$ cat config.mk
export PLATFORM = sky130hd
export DESIGN_NAME = performance_counters
export DESIGN_NICKNAME = d
export VERILOG_FILES = /design/src/common/uncore_config_pkg.sv /design/src/common/io_types_pkg.sv /design/src/rtl/performance_counters.sv
export SDC_FILE = /design/constraint.sdc
export NUM_CORES = 1
export LEC_CHECK = 0
export BUFFER_PORTS_ARGS = -buffer_cell sky130_fd_sc_hd__buf_2
export CORE_MARGIN = 2
export CORE_UTILIZATION = 50
export DETAILED_ROUTE_END_ITERATION = 8
export PLACE_DENSITY = 0.68
export SETUP_SLACK_MARGIN = 0.15
export SLEW_MARGIN = 20
export SYNTH_ARGS = -nofsm -noshare
export SYNTH_HDL_FRONTEND = slang
export SYNTH_SLANG_ARGS = --single-unit
$ cat constraint.sdc
create_clock -name clk -period 13 [get_ports clk]
set_input_delay 3.25 -clock clk [delete_from_list [all_inputs] [get_ports clk]]
set_output_delay 3.25 -clock clk [all_outputs]
set_load 0.1 [all_outputs]
$ cat src/common/uncore_config_pkg.sv
/*
 * Uncore configuration
 * Field widths, IO register addresses and the limits that bound the
 * top-level parameters of the IO subsystem.
 */
`default_nettype none

package uncore_config_pkg;

    // Field widths
    localparam int CORE_ID_WIDTH = 2;
    localparam int THREAD_IDX_WIDTH = 2;
    localparam int IO_ADDR_WIDTH = 32;
    localparam int IO_DATA_WIDTH = 32;

    // Limits, at most 1 << CORE_ID_WIDTH cores
    localparam int MAX_THREADS = 32;
    localparam int MAX_PERF_EVENTS = 8;

    // Register map
    localparam logic [IO_ADDR_WIDTH-1:0] THREAD_RESUME_ADDR = 32'h100;
    localparam logic [IO_ADDR_WIDTH-1:0] THREAD_HALT_ADDR = 32'h104;
    localparam logic [IO_ADDR_WIDTH-1:0] PERF_REGION_BASE = 32'h200;
    localparam logic [IO_ADDR_WIDTH-1:0] PERF_REGION_LIMIT = 32'h21f;

    // True for addresses served by the performance counters
    function automatic logic in_perf_region(input logic [IO_ADDR_WIDTH-1:0] address);
        return (address >= PERF_REGION_BASE) && (address <= PERF_REGION_LIMIT);
    endfunction

endpackage

`default_nettype wire

$ cat src/common/io_types_pkg.sv
/*
 * IO types
 * Request and response packets exchanged between the cores and the
 * interconnect, the shared IO bus request and the IO opcode.
 */
`default_nettype none

package io_types_pkg;

    import uncore_config_pkg::*;

    typedef enum logic
    {
        IO_LOAD,
        IO_STORE
    } io_op_t;

    typedef logic [CORE_ID_WIDTH-1:0] core_id_t;
    typedef logic [THREAD_IDX_WIDTH-1:0] thread_idx_t;

    // Core to interconnect
    typedef struct packed
    {
        io_op_t                   op;
        thread_idx_t              thread_idx;
        logic [IO_ADDR_WIDTH-1:0] address;
        logic [IO_DATA_WIDTH-1:0] data;
    } ioreq_packet_t;

    // Interconnect to all cores, matched by core id and thread
    typedef struct packed
    {
        core_id_t                 core_id;
        thread_idx_t              thread_idx;
        logic [IO_DATA_WIDTH-1:0] read_value;
    } iorsp_packet_t;

    // One strobe at most per cycle
    typedef struct packed
    {
        logic                     write_en;
        logic                     read_en;
        logic [IO_ADDR_WIDTH-1:0] address;
        logic [IO_DATA_WIDTH-1:0] write_data;
    } io_bus_req_t;

endpackage

`default_nettype wire

$ cat src/rtl/performance_counters.sv
/*
 * Performance counters
 * One 32-bit counter per event line, read back as consecutive words in the
 * counter region of the IO bus.
 */
`timescale 1ns/1ps
`default_nettype none

module performance_counters
    import uncore_config_pkg::*, io_types_pkg::*;
#(
    parameter int NUM_PERF_EVENTS = 8
)
(
    input  wire logic                       clk,
    input  wire logic                       reset,
    input  wire logic [NUM_PERF_EVENTS-1:0] perf_events,
    input  wire io_bus_req_t                bus_req,
    output logic [IO_DATA_WIDTH-1:0]        read_data
);

    localparam int INDEX_WIDTH = $clog2(MAX_PERF_EVENTS);

    logic [IO_DATA_WIDTH-1:0] event_count [NUM_PERF_EVENTS];
    logic [INDEX_WIDTH-1:0]   read_index;
    logic                     counter_read;

    // Word index inside the counter region
    assign read_index = bus_req.address[INDEX_WIDTH+1:2];
    assign counter_read = bus_req.read_en && in_perf_region(bus_req.address);

    always_ff @(posedge clk, posedge reset)
    begin
        if (reset)
        begin
            for (int i = 0; i < NUM_PERF_EVENTS; i++)
                event_count[i] <= '0;
        end
        else
        begin
            for (int i = 0; i < NUM_PERF_EVENTS; i++)
            begin
                if (perf_events[i])
                    event_count[i] <= event_count[i] + 1'b1;
            end
        end
    end

    // Captures the count before this edge's increment
    always_ff @(posedge clk)
    begin
        if (counter_read)
        begin
            if (int'(read_index) < NUM_PERF_EVENTS)
                read_data <= event_count[read_index];
            else
                read_data <= '0;
        end
    end

endmodule

`default_nettype wire

==> Word-level counts from Yosys, hierarchy flattened <==
Cells that the tools add are included.
{ "classes": {"n_reduce_logical": 2, "bitwise": 1, "multipliers": 0, "mux": 3, "addsub": 8, "div_mod_pow": 0, "n_lt_le_gt_ge": 3, "shift": 0, "eq_ne": 0} }
{ "ops": {"columns": ["cell", "count"], "rows": [
  ["$add 32x1->32 const B", 8],
  ["$bmux 32 s3", 1],
  ["$mux 32", 2],
  ["$ge 32x10->1 const B", 1],
  ["$le 32x10->1 const B", 1],
  ["$ge 4x4->1 const B", 1],
  ["$not 3->4", 1],
  ["$logic_and 1x1->1", 2]
]} }
{ "word_totals": {"latch_bits": 0, "in_bits": 76, "elab_cells": 26, "reg_bits": 288, "rom_bits": 0, "n_memories": 0, "ram_bits": 0} }

==> Longest topological paths before layout <==
{ "depth": {"ltp_word": 4, "ltp_mapped": 5, "depth_no_buf": 5} }

==> Least setup slack after synthesis <==
Ideal clock, no wire load.
{ "synth_path": {"kind": "in2reg", "from": "in bus_req[62] in the netlist's numbering", "to": "reg read_data[0] (enable)", "path_buffers": 0, "slack_ps": 7556, "arrival_time_ps": 5023, "required_time_ps": 12579, "setup_time_ps": 421, "cell_stages": 3, "path_cell_list": "nor4b_1 > nand4_1 > nor2_1"} }
{ "synth_between": {"elab_chain_len": 3, "word_cells_on_any_way": 4, "classes_between": "order compare (2); reduce/logical (2)"} }
{ "synth_rtl": {"columns": ["item", "line", "text"], "rows": [
  ["start: declaration", "performance_counters.sv:18", "input wire io_bus_req_t bus_req,"],
  ["$ge 32x10->1 / $le 32x10->1 (equally long branches)", "uncore_config_pkg.sv:28", "return (address >= PERF_REGION_BASE) && (address <= PERF_REGION_LIMIT);"],
  ["$logic_and 1x1->1 *", "uncore_config_pkg.sv:28", null],
  ["$logic_and 1x1->1 *", "performance_counters.sv:30", "assign counter_read = bus_req.read_en && in_perf_region(bus_req.address);"],
  ["net counter_read", "performance_counters.sv:26", "logic counter_read;"],
  ["end signal: assignment", "performance_counters.sv:55", "read_data <= event_count[read_index];"],
  ["end: declaration", "performance_counters.sv:19", "output logic [IO_DATA_WIDTH-1:0] read_data"]
]} }
The timed path passes the listed nets; every way through them passes the cells marked *.
A chain may end at the register's enable or synchronous reset.

==> Final worst setup path <==
{ "layout_path": {"from": "in bus_req[35] in the netlist's numbering", "to": "reg read_data[21], data pin"} }
{ "layout_between": {"elab_chain_len": 4} }
{ "layout_rtl": {"columns": ["item", "line"], "rows": [
  ["$not 3->4 (implied by the code)", "performance_counters.sv:55"],
  ["$bmux 32 s3", "performance_counters.sv:55"],
  ["$mux 32 (implied by the code) (2 in series)", "performance_counters.sv:55"]
]} }
Every way passes these cells. The select of a mux whose other input is x is not followed.

==> results_dict.tcl <==
set metrics [dict create \
    async_flop_share_pct 88.9 \
    io_pins 108 \
    synth-edff-count 32 \
    ys_seq_area_share_pct 51.8 \
    synthCells 1139 \
    maxCapViolations 0 \
    io_buffer_count 72 \
    r2r_end "event_count[254]$_DFFE_PP0P_" \
    fin_crit_ps 4820 \
    rr_worst_depth 5 \
    switching_power_mw 0.611 \
    finish.utilization_pct 57.8 \
    final_cell_mix "256 x dfrtp_1, 185 x xnor2_1, 96 x nand4_1" \
    reg2reg_from "event_count[225]$_DFFE_PP0P_" \
    clk_latency_ps 580 \
    relSlewSlack_pct 25.8 \
    final_common_cell "dfrtp_1" \
    holdBufCountCts 0 \
    nets 1305 \
    yosysTopAreaCellShare_pct 45.1 \
    clk_pin_slew_worst_paths_ps 60 \
    synth_flop_cell "dfrtp_1" \
    vdd_drop_max_mv 0.0896 \
    htreeDepth 1 \
    cts_buffers 31 \
    dpl.hpwl_mm 23.0 \
    worst_slew_pin_slew_ps 1100 \
    post-route-period-util_pct 37.1 \
    grt_pass1_vias 9234 \
    synth_fp_nets 1223 \
    slowest_delay_ps 620 \
    drc 0 \
    cts.sinks 288 \
    cp_cell_sequence "buf_4, buf_4, mux4_2, mux2_2" \
    power.share.combinational_pct 11.0 \
    grt_max_degree 134 \
    netlist_area_um2 14200 \
    cts_resized 0 \
    path_delay_family "buffers and inverters" \
    worstSetupEndpointType "flip-flop" \
    fin_area_um2 16100 \
    startpoint_type "input pin" \
    postCtsSetupBuffers 0 \
    final_antenna_net_count 0 \
    setup_violations 0 \
    initial_core_util_pct 51.0 \
    routed_wirelength_mm 31.6 \
    coreArea_um2 27900 \
    min_from "event_count[255]$_DFFE_PP0P_" \
    crit_buf_inv 2 \
    slew_violations 0 \
    drive_gt1_share_pct 19.9 \
    power_density_nw_per_um2 145 \
    drt_pass1_iterations 4 \
    clockRootBuffer "clkbuf_16" \
    synth_warnings 0 \
    cts_tree "yes" \
    ys_types 32 \
    fmax_mhz 207 \
    cp_max_fo 33 \
    dp_cells 1566 \
    hold_viol 0 \
    die_h_um 173 \
    cpMaxStageDelayCell "mux4_2" \
    whs_path_depth 1 \
    status "completed" \
    grt_usage_pct 21.6 \
    drt_iter0_markers 817 \
    clock_tree.buffer_depth 3 \
    arrival_ps 5130 \
    design.die.area_um2 29800 \
    skew_ps 24.8 \
    antenna_found_initial 0 \
    swShare_pct 26.2 \
    hold_end "event_count[255]$_DFFE_PP0P_" \
    grt_setup_unrepaired "false" \
    gp_congestion 0.850 \
    dieWidth_um 173 \
    setup_tns_ps 0 \
    critPathKind "in2reg" \
    syn_avg_cell_area_um2 12.5 \
    intPower_mw 1.72 \
    syn_to_final_growth_pct 13.3 \
    routedWlPerCell_um 19.4 \
    viasPerCell 5.81 \
    row_count 61 \
    rrSetupSlack_ps 10600 \
    cpMostUsedCell "buf_4" \
    synth_area_leaders "dfrtp_1 45%, xnor2_1 11%, mux4_2 10%" \
    ys_seq_elements 288 \
    grt_overflow_total 0 \
    placed_area_um2 15000 \
    pwr-share-seq_pct 48.2 \
    hp-class "reg2reg" \
    fin_cells 1624 \
    yosys.area.top_type "dfrtp_1" \
    cellLeakagePower_nw 6.71 \
    clockPowerShare_pct 40.8 \
    grt_pass1_wl_mm 51.5 \
    vias 9442 \
    antennaDiodeCount 0 \
    cp.required_ps 13310 \
]
==> cell families after synthesis <==
kind of cell | share of synthesized area (%)
muxes | 13.3
DFF | 51.8
and+or+nand+nor | 17.7
buffers and inverters | 1.23
xor gates and xnor gates | 15.3
adders and majority gates | 0.704
==> per-layer routing <==
layer	wire, um	GRT usage, %
met1	14000	30.1
met2	15100	35.1
met3	1310	2.99
met4	1160	7.73
met5	0	0
==> worst register-to-register path, delay by kind of cell (launching register included) <==
kind	cells	cell delay, ps
AND/OR/NAND/NOR	3	1380
adder cells (fa/ha/maj)	1	240
XOR/XNOR	1	200
flip-flops	1	460
==> area by class of cell <==
type | instances | area (um^2)
fill | 2255 | 11800
sequential | 288 | 7370
multi-input combinational | 809 | 6700
clock buffer | 40 | 861
tap | 378 | 473
timing repair buffer | 77 | 403
clock inverter | 18 | 246
inverter | 14 | 60.1
==> flip-flops by register name (all words and copies together) (netlist names) <==
register and count:
read_data 32, event_count 256
==> through the flow <==
| step | hold slack [ps] | worst slack, ps | power (mW) |
|---|---|---|---|
| global placement | 453 | 7570 | 1.38 |
| detailed placement | 462 | 7570 | 1.40 |
| finish | 472 | 8180 | 2.34 |
| floorplan | 437 | 2710 | 1.31 |
| global route | 496 | 8050 | 2.43 |
| CTS | 473 | 8160 | 2.35 |
==> worst max path at each step <==
stage	from	endpoint	slack, ps	depth (start not counted)
after floorplan	reset	event_count[0]$_DFFE_PP0P_	2710	1
after global placement	bus_req[35]	read_data[13]$_DFFE_PP_	7570	4
after detailed placement	bus_req[35]	read_data[18]$_DFFE_PP_	7570	4
after CTS	bus_req[35]	read_data[21]$_DFFE_PP_	8160	4
after global routing	bus_req[35]	read_data[13]$_DFFE_PP_	8050	4
final	bus_req[35]	read_data[21]$_DFFE_PP_	8180	4
==> cell usage after synthesis, types with 2 or more instances <==
cell type,count
mux4_2,64
and3_1,42
nand4_1,96
nand4b_1,4
xnor2_1,185
nor3_1,26
nor4_2,8
clkbuf_1,13
nor4b_1,2
mux2_2,40
nand2_1,77
and4_2,2
buf_2,14
nand3_1,93
and2_1,6
ha_1,8
and4_1,21
inv_1,14
nor4_1,23
xor2_1,63
nor2_1,41
dfrtp_1,256
edfxtp_1,32
==> power groups by stage <==
stage                     Sequential (mW)  Clock (mW)  Combinational (mW)
after detailed placement             1.14           0               0.262
after CTS                            1.12       0.968               0.262
after floorplan                      1.10           0               0.207
after global routing                 1.14        1.01               0.286
final                                1.12       0.953               0.257
after global placement               1.13           0               0.249
(Power assumes the default switching activity.)
