===== src/common/uncore_config_pkg.sv =====
/*
 * Uncore configuration
 * Field widths, IO register addresses and the limits that bound the
 * top-level parameters of the IO subsystem.
 */
`default_nettype none

package uncore_config_pkg;

    // Field widths
    localparam int CORE_ID_WIDTH = 2;
    localparam int THREAD_IDX_WIDTH = 2;
    localparam int IO_ADDR_WIDTH = 32;
    localparam int IO_DATA_WIDTH = 32;

    // Limits, at most 1 << CORE_ID_WIDTH cores
    localparam int MAX_THREADS = 32;
    localparam int MAX_PERF_EVENTS = 8;

    // Register map
    localparam logic [IO_ADDR_WIDTH-1:0] THREAD_RESUME_ADDR = 32'h100;
    localparam logic [IO_ADDR_WIDTH-1:0] THREAD_HALT_ADDR = 32'h104;
    localparam logic [IO_ADDR_WIDTH-1:0] PERF_REGION_BASE = 32'h200;
    localparam logic [IO_ADDR_WIDTH-1:0] PERF_REGION_LIMIT = 32'h21f;

    // True for addresses served by the performance counters
    function automatic logic in_perf_region(input logic [IO_ADDR_WIDTH-1:0] address);
        return (address >= PERF_REGION_BASE) && (address <= PERF_REGION_LIMIT);
    endfunction

endpackage

`default_nettype wire


===== src/common/io_types_pkg.sv =====
/*
 * IO types
 * Request and response packets exchanged between the cores and the
 * interconnect, the shared IO bus request and the IO opcode.
 */
`default_nettype none

package io_types_pkg;

    import uncore_config_pkg::*;

    typedef enum logic
    {
        IO_LOAD,
        IO_STORE
    } io_op_t;

    typedef logic [CORE_ID_WIDTH-1:0] core_id_t;
    typedef logic [THREAD_IDX_WIDTH-1:0] thread_idx_t;

    // Core to interconnect
    typedef struct packed
    {
        io_op_t                   op;
        thread_idx_t              thread_idx;
        logic [IO_ADDR_WIDTH-1:0] address;
        logic [IO_DATA_WIDTH-1:0] data;
    } ioreq_packet_t;

    // Interconnect to all cores, matched by core id and thread
    typedef struct packed
    {
        core_id_t                 core_id;
        thread_idx_t              thread_idx;
        logic [IO_DATA_WIDTH-1:0] read_value;
    } iorsp_packet_t;

    // One strobe at most per cycle
    typedef struct packed
    {
        logic                     write_en;
        logic                     read_en;
        logic [IO_ADDR_WIDTH-1:0] address;
        logic [IO_DATA_WIDTH-1:0] write_data;
    } io_bus_req_t;

endpackage

`default_nettype wire


===== src/rtl/thread_control.sv =====
/*
 * Thread control
 * Thread-enable mask set and cleared by IO bus writes, and the processor
 * halt flag that goes high once every thread is disabled.
 */
`timescale 1ns/1ps
`default_nettype none

module thread_control
    import uncore_config_pkg::*, io_types_pkg::*;
#(
    parameter int NUM_CORES = 4,
    parameter int THREADS_PER_CORE = 4
)
(
    input  wire logic                              clk,
    input  wire logic                              reset,
    input  wire io_bus_req_t                       bus_req,
    output logic [NUM_CORES*THREADS_PER_CORE-1:0]  thread_en,
    output logic                                   processor_halt
);

    localparam int TOTAL_THREADS = NUM_CORES * THREADS_PER_CORE;

    logic [MAX_THREADS-1:0] thread_mask;

    assign thread_mask = bus_req.write_data;

    always_ff @(posedge clk, posedge reset)
    begin
        if (reset)
            thread_en <= TOTAL_THREADS'(1);
        else if (bus_req.write_en)
        begin
            case (bus_req.address)
                THREAD_RESUME_ADDR:
                    thread_en <= thread_en | thread_mask[TOTAL_THREADS-1:0];
                THREAD_HALT_ADDR:
                    thread_en <= thread_en & ~thread_mask[TOTAL_THREADS-1:0];
                default:
                    thread_en <= thread_en;
            endcase
        end
    end

    assign processor_halt = (thread_en == '0);

endmodule

`default_nettype wire


===== config.mk =====
export PLATFORM = sky130hd
export DESIGN_NAME = thread_control
export DESIGN_NICKNAME = d
export VERILOG_FILES = /design/src/common/uncore_config_pkg.sv /design/src/common/io_types_pkg.sv /design/src/rtl/thread_control.sv
export SDC_FILE = /design/constraint.sdc
export NUM_CORES = 1
export LEC_CHECK = 0
export BUFFER_PORTS_ARGS = -buffer_cell sky130_fd_sc_hd__buf_2
export CORE_ASPECT_RATIO = 1.75
export CORE_MARGIN = 1
export CORE_UTILIZATION = 34
export DETAILED_ROUTE_END_ITERATION = 7
export PLACE_DENSITY = 0.78
export SLEW_MARGIN = 20
export SYNTH_ARGS = -nofsm -noshare
export SYNTH_HDL_FRONTEND = slang
export SYNTH_SLANG_ARGS = --single-unit

===== constraint.sdc =====
create_clock -name clk -period 1.1 [get_ports clk]
set_input_delay 0.22 -clock clk [delete_from_list [all_inputs] [get_ports clk]]
set_output_delay 0.22 -clock clk [all_outputs]
set_load 0.01 [all_outputs]

Word level (Yosys, flattened, before mapping)
Index checks and enable logic that the tools add are counted.
{ "classes": {"n_mux": 1, "n_bitwise": 3, "reduce_logical": 3, "eq_ne": 2} }
{ "op_table": {"columns": ["cell", "n"], "rows": [
  ["equality test 32 x 9 -> 1 bit (second input constant)", 2],
  ["one-hot mux 16 bit (2 select lines)", 1],
  ["AND 16 bit", 1],
  ["zero test 16 bit", 1],
  ["inverter 16 bit", 1],
  ["OR 16 bit", 1],
  ["AND reduction 2 bit", 1],
  ["nonzero test 2 bit", 1]
]} }
{ "word_totals": {"word_cells": 10, "output_inout_bits": 17, "input_bits": 68, "reg_bits": 16} }

Longest topological paths before layout
Gate-level depths: netlist (run 1).
{ "depth": {"depth_word": 3, "depth_mapped": 7, "mapped_depth_nobuf": 4} }

Worst setup path before layout (run 1)
Ideal clock, no wire load.
{ "synth_path": {"kind": "input to register", "startpoint": "input port bus_req[51] in the netlist's numbering", "endpoint": "register with a tool-made name", "setup_ns": 0.142, "required_time_ns": 0.958, "arrival_ns": 1.471, "path_buffers": 2, "setup_slack_ns": -0.512, "path_stages": 6, "cell_sequence": "or4_4 > nor3_4 > and3_1 > buf_4 > buf_6 > a31oi_1"} }
{ "synth_rtl": {"columns": ["item", "line_no", "source"], "rows": [
  ["start, declared", "thread_control.sv:18", "input wire io_bus_req_t bus_req,"]
]} }

==> results of run 1 <==
==> synthesized netlist by cell type <==
library cell / n
buf_2: 2
buf_6: 1
clkbuf_1: 3
nor3_4: 1
a41oi_1: 16
dfrtp_1: 15
nor4_1: 7
a31oi_1: 16
dfstp_2: 1
nor4b_1: 2
buf_4: 2
and3_1: 2
buf_1: 1
and4_1: 2
nor3_1: 2
or4_4: 1
inv_1: 1
==> kinds of logic (layout without fill, tap and decap cells) <==
group           Yosys count  count (layout)  share of synthesized area [%]
flops                    16              16                           48.6
buf+inv                  10             109                           6.67
compound gates           32              32                           29.1
simple gates             17              17                           15.6
==> worst register-to-register path, stage by stage (launching register included) <==
cell and delay [ps]:
dfrtp_1 390, buf_4 140, buf_6 110, buf_4 130, a41oi_2 150, a31oi_1 80
==> through the flow <==
step / setup slack, ps / hold WS [ps]
floorplan: -508 / 133
global placement: -438 / 231
detailed placement: -547 / 234
CTS: -380 / 157
global route: -439 / 173
finish: -391 / 166
==> how the worst min path moves through the flow <==
| stage | depth (start not counted) | slack [ps] | end | start |
|---|---|---|---|---|
| 2_1_floorplan | 1 | 130 | asynchronous set/reset pin | reset |
| 3_3_place_gp | 3 | 230 | asynchronous set/reset pin | reset |
| 3_5_place_dp | 3 | 230 | asynchronous set/reset pin | reset |
| 4_1_cts | 2 | 160 | register | bus_req[0] |
| 5_1_grt | 2 | 170 | register | bus_req[0] |
| 6_report | 2 | 170 | register | bus_req[0] |
==> metal layers <==
| layer | vias up | track usage, % | wire length (µm) |
|---|---|---|---|
| met5 | - | 0 | 0 |
| met4 | 0 | 13.8 | 65 |
| met3 | 6 | 4.28 | 163 |
| met2 | 53 | 55.6 | 2070 |
| met1 | 558 | 27.4 | 1250 |
| li1 | 528 | - | - |
==> power by group <==
| part | internal [µW] | switching (µW) | total, µW |
|---|---|---|---|
| Clock | 317 | 196 | 514 |
| Sequential | 589 | 0.00000772 | 589 |
| Combinational | 79.2 | 71.7 | 151 |
==> layout by cell type (no fill, tap or decap) <==
cell type      netlist  final
a31oi_1             16     16
nor3_4               1      1
nor3_1               2      2
buf_4                2     15
buf_6                1     34
dlygate4sd3_1        0      1
a41oi_2              0     16
nor4b_1              2      2
buf_12               0      1
buf_8                0      2
clkbuf_8             0      4
and4_1               2      2
dfrtp_1             15     15
nor4_2               0      3
buf_16               0      1
and3_4               0      1
or4_4                1      1
buf_2                2     50
nor4_1               7      4
inv_1                1      1
and3_1               2      1
dfstp_2              1      1
==> what timing repair did <==
action / CTS / global route
hold endpoints to repair: 15 / 0
pin swaps: 17 / 4
setup buffers: 10 / 15
hold buffers: 1 / 0
setup endpoints to repair: 33 / 33
cloned: 2 / 0
resized for setup: 55 / 8
==> cell type report <==
cell class | count | area [µm²] | share of cell area [%]
inverters | 1 | 3.75 | 0.204
flip-flops and latches | 16 | 402 | 21.9
multi-input cells | 49 | 513 | 27.9
repair buffers | 104 | 833 | 45.3
clock buffers | 4 | 55.1 | 3.00
well taps | 25 | 31.3 | 1.70
==> flow_metrics.env, run 1 <==
export IMPL_synth_top_area_share_pct=45.5
export IMPL_die_y_um=67.2
export IMPL_startpoint_type="primary input"
export IMPL_antenna_cells=0
export IMPL_syn_inst=75
export IMPL_avgSynthCellArea_um2=11.0
export IMPL_clk_latency_ps=250
export IMPL_io_buffers=67
export IMPL_synth_cell_types=17
export IMPL_period_minus_slack_ps=1490
export IMPL_wire_per_inst_um=17.9
export IMPL_fin_skew_ps=0
export IMPL_crit_family="simple AND/OR/NAND/NOR gates"
export IMPL_outcome="finished with violations"
export IMPL_clock_path_buffers=2
export IMPL_grt_max_degree=17
export IMPL_tightestPinTransition_ps=265
export IMPL_reg2reg_slack_ps=-40
export IMPL_htree_levels=1
export IMPL_rsz0062_at_grt="true"
export IMPL_yosys_register_bits=16
export IMPL_num_vias=1145
export IMPL_hold_violations=0
export IMPL_drive_gt1_share_pct=74.7
export IMPL_antenna_found_initial=0
export IMPL_ys_seq_area_share_pct=48.6
export IMPL_die_w_um=39.3
export IMPL_path_cells="buf_6 -> or4_4 -> nor3_4 -> buf_6 -> buf_8 -> a41oi_2 -> a31oi_1"
export IMPL_cts_root_buf="clkbuf_8"
export IMPL_dr_pass1_iters=4
export IMPL_violations="negative setup slack"
export IMPL_irDropWorstVdd_mv=0.653
export IMPL_drt_wl_total_um=3550
export IMPL_gp_congestion=0.730
export IMPL_n_fill_cell=139
export IMPL_total_power_uw=1250
export IMPL_critPathMaxStageDelay_ps=530
export IMPL_syn_nets=143
export IMPL_grt_pass1_vias=1188
export IMPL_end_kind="register"
export IMPL_setup_viol=28
export IMPL_maxCapViolCount=0
export IMPL_p_leak_uw=0.000865
export IMPL_path_buf_inv=3
export IMPL_clk_pin_slew_ps=60
export IMPL_ys_top_cells_by_area="dfrtp_1 45%, a41oi_1 17%, a31oi_1 12%"
export IMPL_final_core_util_pct=79.8
export IMPL_avgViaCountPerCell=5.75
export IMPL_hold_path_class="primary input to register"
export IMPL_worstPathMaxFanout=8
export IMPL_powerDensity_nw_per_um2=682
export IMPL_row_count=23
export IMPL_crit_path_frequent_cell="buf_6"
export IMPL_netlist_area_um2=826
export IMPL_io_pin_count=85
export IMPL_area_delta_synth_final_pct=123
export IMPL_layout_setup_ws_ps=-391
export IMPL_dpl_instance_area_um2=1310
export IMPL_crit_required_ps=1250
export IMPL_final_area_um2=1840
export IMPL_layout_nets=243
export IMPL_core_um2=2300
export IMPL_route_detailed_drc=0
export IMPL_cp_startpoint="bus_req[51]"
export IMPL_final_antenna_net_count=0
export IMPL_grt_first_pass_wirelength_um=5170
export IMPL_cts_made_buffers=3
export IMPL_cts_sinks=16
export IMPL_place_inst=179
export IMPL_worstRegToRegCells=5
export IMPL_maxSlewHeadroom_pct=82.1
export IMPL_worstPathArrival_ps=1640
export IMPL_hpwl_um=2080
export IMPL_tritoncts="yes"
export IMPL_ys_warn_count=0
export IMPL_tns_ps=-5190
export IMPL_maxSlewViolCount=0
export IMPL_crit_type="primary input to register"
export IMPL_final_cells=199
export IMPL_fmax_ghz=0.671
export IMPL_grt_ovfl_total=0
export IMPL_grt_usage_pct=28.9
export IMPL_slowest_stage="or4_4"
export IMPL_yosys_area_top_type="dfrtp_1"
export IMPL_cp_depth=7
export IMPL_initial_core_util_pct=35.9
export IMPL_die_area_um2=2640
export IMPL_initialDrtViolationCount=28
export IMPL_fin_crit_sh_pct=136
Note: power is estimated with default switching activity, not from simulation.
==> inputs of run 2 (changes only) <==
Settings changed: ABC_AREA set to 1, CORE_UTILIZATION 34 to 41, PLACE_DENSITY 0.78 to 0.8.
==> run 2 against run 1 <==
  * The run still ends with negative setup slack left
  * Final cell count rose by 50%
  * Synthesized cell count rose by 140%
  * Sequential power barely moved
  * Via count rose by 30%
  * Clock skew did not move
  * Worst setup slack got worse by 6.9 ps
  * Count of clock-buffer cells in the layout did not move
  * First-iteration DRC count rose by 36%
  * Area after synthesis rose by 45%
  * Clock power fell by 9.9%
  * Non-clock buffer count fell by 16
  * Critical path type is now register to primary output
==> flow_metrics.env, run 2 <==
export IMPL_outcome="finished with violations"
export IMPL_violations="negative setup slack"
export IMPL_dr_pass1_iters=4
export IMPL_dpl_instance_area_um2=1710
export IMPL_n_fill_cell=181
export IMPL_synth_most_common_cell="inv_1"
export IMPL_endpoint="processor_halt"
export IMPL_drt_wl_total_um=3750
export IMPL_grt_pass1_vias=1341
export IMPL_top_layer_used="met4"
export IMPL_syn_inst=181
export IMPL_grt_usage_pct=21.0
export IMPL_fin_crit_sh_pct=136
export IMPL_antenna_found_initial=0
export IMPL_synth_common_cells="45 x inv_1, 44 x nand2_1, 34 x nand3_1"
export IMPL_clock_path_buffers=2
export IMPL_cts_sinks=16
export IMPL_period_minus_slack_ps=1500
export IMPL_syn_nets=249
export IMPL_layout_common_cells="51 x buf_2, 35 x nand2_1, 34 x inv_1, 25 x nand3_2, 19 x buf_6"
export IMPL_dr_wl_met2_um=2160
export IMPL_tritoncts="yes"
export IMPL_crit_required_ps=880
export IMPL_end_kind="primary output"
export IMPL_grt_ovfl_total=0
export IMPL_antenna_cells=0
export IMPL_worstRegToRegCells=5
export IMPL_io_pin_count=85
export IMPL_final_core_util_pct=80.0
export IMPL_rsz0062_at_grt="true"
export IMPL_irDropWorstVdd_mv=0.420
export IMPL_num_vias=1494
export IMPL_die_w_um=42.8
export IMPL_maxSlewViolCount=0
export IMPL_die_y_um=73.4
export IMPL_area_delta_synth_final_pct=82.3
export IMPL_critPathMaxStageDelay_ps=400
export IMPL_avgSynthCellArea_um2=6.59
export IMPL_clk_pin_slew_ps=60
export IMPL_maxSlewHeadroom_pct=78.0
export IMPL_fin_skew_ps=0
export IMPL_maxCapViolCount=0
export IMPL_crit_type="register to primary output"
export IMPL_powerDensity_nw_per_um2=596
export IMPL_grt_first_pass_wirelength_um=5130
export IMPL_wl_met3_um=229
export IMPL_hold_violations=0
export IMPL_clk_latency_ps=250
export IMPL_tightestPinTransition_ps=329
export IMPL_hold_path_class="primary input to register"
export IMPL_netlist_area_um2=1190
export IMPL_cts_root_buf="clkbuf_8"
export IMPL_synth_top_area_share_pct=31.4
export IMPL_tns_ps=-473
export IMPL_setup_viol=8
export IMPL_route_detailed_drc=0
export IMPL_ys_warn_count=0
export IMPL_total_power_uw=1300
export IMPL_crit_family="flip-flops"
export IMPL_startpoint_type="register"
export IMPL_io_buffers=67
export IMPL_slowest_stage="dfrtp_1"
export IMPL_synthFlopType="dfrtp_1"
export IMPL_dp_slack_ps=-286
export IMPL_avgViaCountPerCell=5.01
export IMPL_synth_cell_types=17
export IMPL_p_leak_uw=0.00113
export IMPL_layout_nets=340
export IMPL_worstPathMaxFanout=2
export IMPL_core_um2=2720
export IMPL_die_area_um2=3140
export IMPL_ys_seq_area_share_pct=33.6
export IMPL_wire_per_inst_um=12.6
export IMPL_gp_congestion=0.768
export IMPL_initialDrtViolationCount=38
export IMPL_cp_depth=4
export IMPL_drive_gt1_share_pct=61.3
export IMPL_row_count=25
export IMPL_ys_top_cells_by_area="dfrtp_1 31%, nand3_1 14%, inv_1 14%"
export IMPL_layout_setup_ws_ps=-398
export IMPL_hpwl_um=2310
export IMPL_grt_max_degree=17
export IMPL_path_buf_inv=2
export IMPL_final_area_um2=2180
export IMPL_reg2reg_slack_ps=170
export IMPL_layout_commonest_cell="buf_2"
export IMPL_fmax_ghz=0.668
export IMPL_path_cells="inv_1 -> nand4_1 -> nor4_2 -> buf_2"
export IMPL_htree_levels=1
export IMPL_wl_met1_um=1240
export IMPL_yosys_register_bits=16
export IMPL_worstPathArrival_ps=1280
export IMPL_initial_core_util_pct=43.9
export IMPL_yosys_area_top_type="dfrtp_1"
export IMPL_synth_async_reset_ratio_pct=100
export IMPL_final_antenna_net_count=0
export IMPL_cts_made_buffers=3
export IMPL_synth_edf_count=0
==> run 2: cell families (layout without fill, tap and decap cells) <==
kind of cell | count (synthesis) | count (layout) | synth area share, %
and+or+nand+nor | 113 | 115 | 47.1
DFF | 16 | 16 | 33.6
buffers and inverters | 52 | 140 | 19.3
==> run 2: power by group <==
| group | internal [µW] | leakage [µW] | switching [µW] |
|---|---|---|---|
| clock | 257 | 0.0000228 | 206 |
| sequential | 589 | 0.000142 | 0.000000000107 |
| combinational | 127 | 0.000968 | 118 |
==> run 2: layout make-up <==
cell class	count	area, µm²	share of cell area (%)
sequential	16	402	18.5
multi-input combinational	115	836	38.4
tap	27	33.8	1.55
clock buffer	4	45.0	2.07
inverter	48	183	8.40
timing repair buffer	88	677	31.1
==> run 2: worst reg2reg max path, stage by stage, from the launching register on <==
cell and delay (ps):
dfstp_2 540, inv_1 60, buf_4 130, nand2_1 50, nand2_1 50, inv_1 50
==> run 2: worst min path at each step <==
stage,startpoint,to,slack [ps],depth (start not counted)
2_1_floorplan,reset,asynchronous set/reset pin,130,1
3_3_place_gp,reset,asynchronous set/reset pin,190,2
3_5_place_dp,reset,asynchronous set/reset pin,190,2
4_1_cts,bus_req[0],register,210,4
5_1_grt,bus_req[0],register,240,4
6_report,bus_req[0],register,250,4
==> run 2: layer usage <==
layer	vias up	GRT usage (%)
li1	720	-
met1	678	21.1
met2	83	40.9
met3	13	2.70
met4	0	9.72
met5	-	0
==> run 2: metrics by stage <==
step / hold slack, ps / cells
5_1_grt: 245 / 298
6_report: 247 / 298
3_5_place_dp: 185 / 287
2_1_floorplan: 133 / 181
3_3_place_gp: 187 / 287
4_1_cts: 214 / 293
==> run 2: repair_timing <==
item                       in CTS  in global routing
setup endpoints to repair      13                 23
cloned                          1                  2
pin swaps                       4                 47
buffers inserted                3                  4
hold buffers                    1                  0
resized for setup               6                 78
hold endpoints to repair        6                  0
==> inputs of run 3 (changes only) <==
Settings changed: CORE_ASPECT_RATIO 1.75 to 1.2, HOLD_SLACK_MARGIN set to 0.05.
Clock period 1.1 ns to 1.6 ns, I/O delays scaled along.
==> run 3 against run 2 <==
  * The run still ends with negative setup slack left
  * Die area shrank 0.24%
  * Global-route usage shrank 2.4 points
  * Final cell count shrank 4.7%
  * Hold slack lost 140 ps
  * Wire length shrank 27%
  * Clock power shrank 53%
  * Register-to-register slack gained 650 ps
  * Core utilization shrank 23 points
  * Sequential power shrank 31%
  * Largest cell class unchanged
  * Largest power group unchanged
  * Highest routed layer unchanged
==> flow_metrics.env, run 3 (synthesized netlist as in run 2, its figures left out) <==
export IMPL_outcome="finished with violations"
export IMPL_violations="negative setup slack"
export IMPL_maxCapViolCount=0
export IMPL_die_w_um=51.3
export IMPL_whs_ps=103
export IMPL_initial_core_util_pct=42.9
export IMPL_place_inst=279
export IMPL_grt_first_pass_wirelength_um=4420
export IMPL_crit_type="register to primary output"
export IMPL_seqPwrFrac_pct=55.3
export IMPL_fin_skew_ps=0
export IMPL_core_um2=2790
export IMPL_htree_levels=1
export IMPL_slowest_stage="dfrtp_1"
export IMPL_wire_per_inst_um=9.60
export IMPL_crit_family="simple AND/OR/NAND/NOR gates"
export IMPL_startpoint_type="register"
export IMPL_clk_latency_ps=280
export IMPL_antenna_cells=0
export IMPL_dr_pass1_iters=4
export IMPL_clk_pin_slew_ps=90
export IMPL_drt_wl_total_um=2730
export IMPL_period_minus_slack_ps=1660
export IMPL_avgViaCountPerCell=4.56
export IMPL_layout_commonest_cell="buf_2"
export IMPL_hpwl_um=2170
export IMPL_layout_setup_ws_ps=-63.1
export IMPL_layout_nets=319
export IMPL_p_leak_uw=0.000929
export IMPL_hold_path_class="primary input to asynchronous set/reset pin"
export IMPL_row_count=21
export IMPL_maxSlewHeadroom_pct=58.0
export IMPL_cts_sinks=16
export IMPL_final_antenna_net_count=0
export IMPL_layout_common_cells="67 x buf_2, 44 x nand2_1, 43 x inv_1, 34 x nand3_1, 15 x dfrtp_1"
export IMPL_critPathMaxStageDelay_ps=400
export IMPL_grt_max_degree=17
export IMPL_cts_made_buffers=3
export IMPL_initialDrtViolationCount=20
export IMPL_maxSlewViolCount=0
export IMPL_internal_power_uw=556
export IMPL_grt_usage_pct=18.6
export IMPL_tritoncts="yes"
export IMPL_comb_power_share_pct=14.7
export IMPL_die_y_um=61.1
export IMPL_antenna_found_initial=0
export IMPL_final_cells=284
export IMPL_cp_depth=4
export IMPL_grt_pass1_vias=1110
export IMPL_hold_violations=0
export IMPL_worstPathArrival_ps=1340
export IMPL_tightestPinTransition_ps=630
export IMPL_irDropWorstVdd_mv=0.257
export IMPL_path_cells="inv_2 -> nand4_1 -> nor4_2 -> buf_2"
export IMPL_netSwitchingPower_uw=175
export IMPL_end_kind="primary output"
export IMPL_fmax_ghz=0.601
export IMPL_cts_root_buf="clkbuf_4"
export IMPL_path_buf_inv=2
export IMPL_die_area_um2=3130
export IMPL_num_vias=1296
export IMPL_worstPathMaxFanout=2
export IMPL_rsz0062_at_grt="true"
export IMPL_worstRegToRegCells=4
export IMPL_io_buffers=67
export IMPL_powerDensity_nw_per_um2=461
export IMPL_power_frac_clock_pct=30.0
export IMPL_swShare_pct=23.9
export IMPL_io_pin_count=85
export IMPL_crit_required_ps=1280
export IMPL_ctsHoldBuffers=0
export IMPL_setup_viol=1
export IMPL_route_detailed_drc=0
export IMPL_grt_ovfl_total=0
export IMPL_clock_path_buffers=2
export IMPL_area_delta_synth_final_pct=32.6
export IMPL_drive_gt1_share_pct=37.6
export IMPL_fin_crit_sh_pct=104
export IMPL_reg2reg_slack_ps=820
export IMPL_gp_congestion=0.705
run 3: changes by cell type in the layout (fill, tap and decap cells not counted), sizes merged:
cell	previous run	this run
clkinv	0	1
nor2	27	25
buf	86	69
inv	48	47
dlygate4sd3	1	0
clkbuf	5	4
run 3: stage by stage:
step | cell area (µm²) | utilization [%] | power [µW] | TNS (ps) | setup WS [ps]
after floorplan | 1190 | - | 446 | 0 | 268
final | 1580 | 56.8 | 730 | -63.1 | -63.1
after detailed placement | 1540 | 55.4 | 520 | 0 | 202
after CTS | 1580 | 56.6 | 742 | -49.5 | -49.5
after global routing | 1580 | 56.8 | 769 | -123 | -123
after global placement | 1540 | 55.4 | 518 | 0 | 214
run 3: cell type report:
class                           count  area (µm²)
Fill cell                         303        1200
Multi-Input combinational cell    113         568
Sequential cell                    16         402
Timing Repair Buffer               69         363
Inverter                           48         181
Tap cell                           34        42.5
Clock buffer                        4        26.3
run 3: power groups by stage:
stage	clock, µW	sequential [µW]	combinational, µW
global placement	0	412	106
global route	243	404	122
finish	219	404	107
detailed placement	0	412	108
CTS	229	404	109
floorplan	0	412	33.8
run 3: timing repair:
item	4_1_cts	5_1_grt
pin swaps	1	2
setup endpoints to repair	1	1
buffers inserted	0	1
resized for setup	1	2
run 3: worst register-to-register path, cell delays in order, from the launching register on:
cell,delay (ps)
dfstp_2,530
inv_1,60
nand2_1,60
nand2_1,40
inv_1,40
run 3: path summary, 6_finish.rpt:
path	from	endpoint
worst max-delay path	register	processor_halt
worst min-delay path	reset	asynchronous set/reset pin
worst max register to register	register	register
worst min register to register	register	register
max in group asynchronous	reset	asynchronous set/reset pin
min in group clk	bus_req[0]	register
run 3: per-layer routing:
layer  up-vias  global-route usage [%]  routed length, µm
met4         0                    5.79                 23
li1        676                       -                  -
met2        62                    36.7               1400
met1       556                    20.6               1080
met5         -                       0                  0
met3         2                    2.72                222
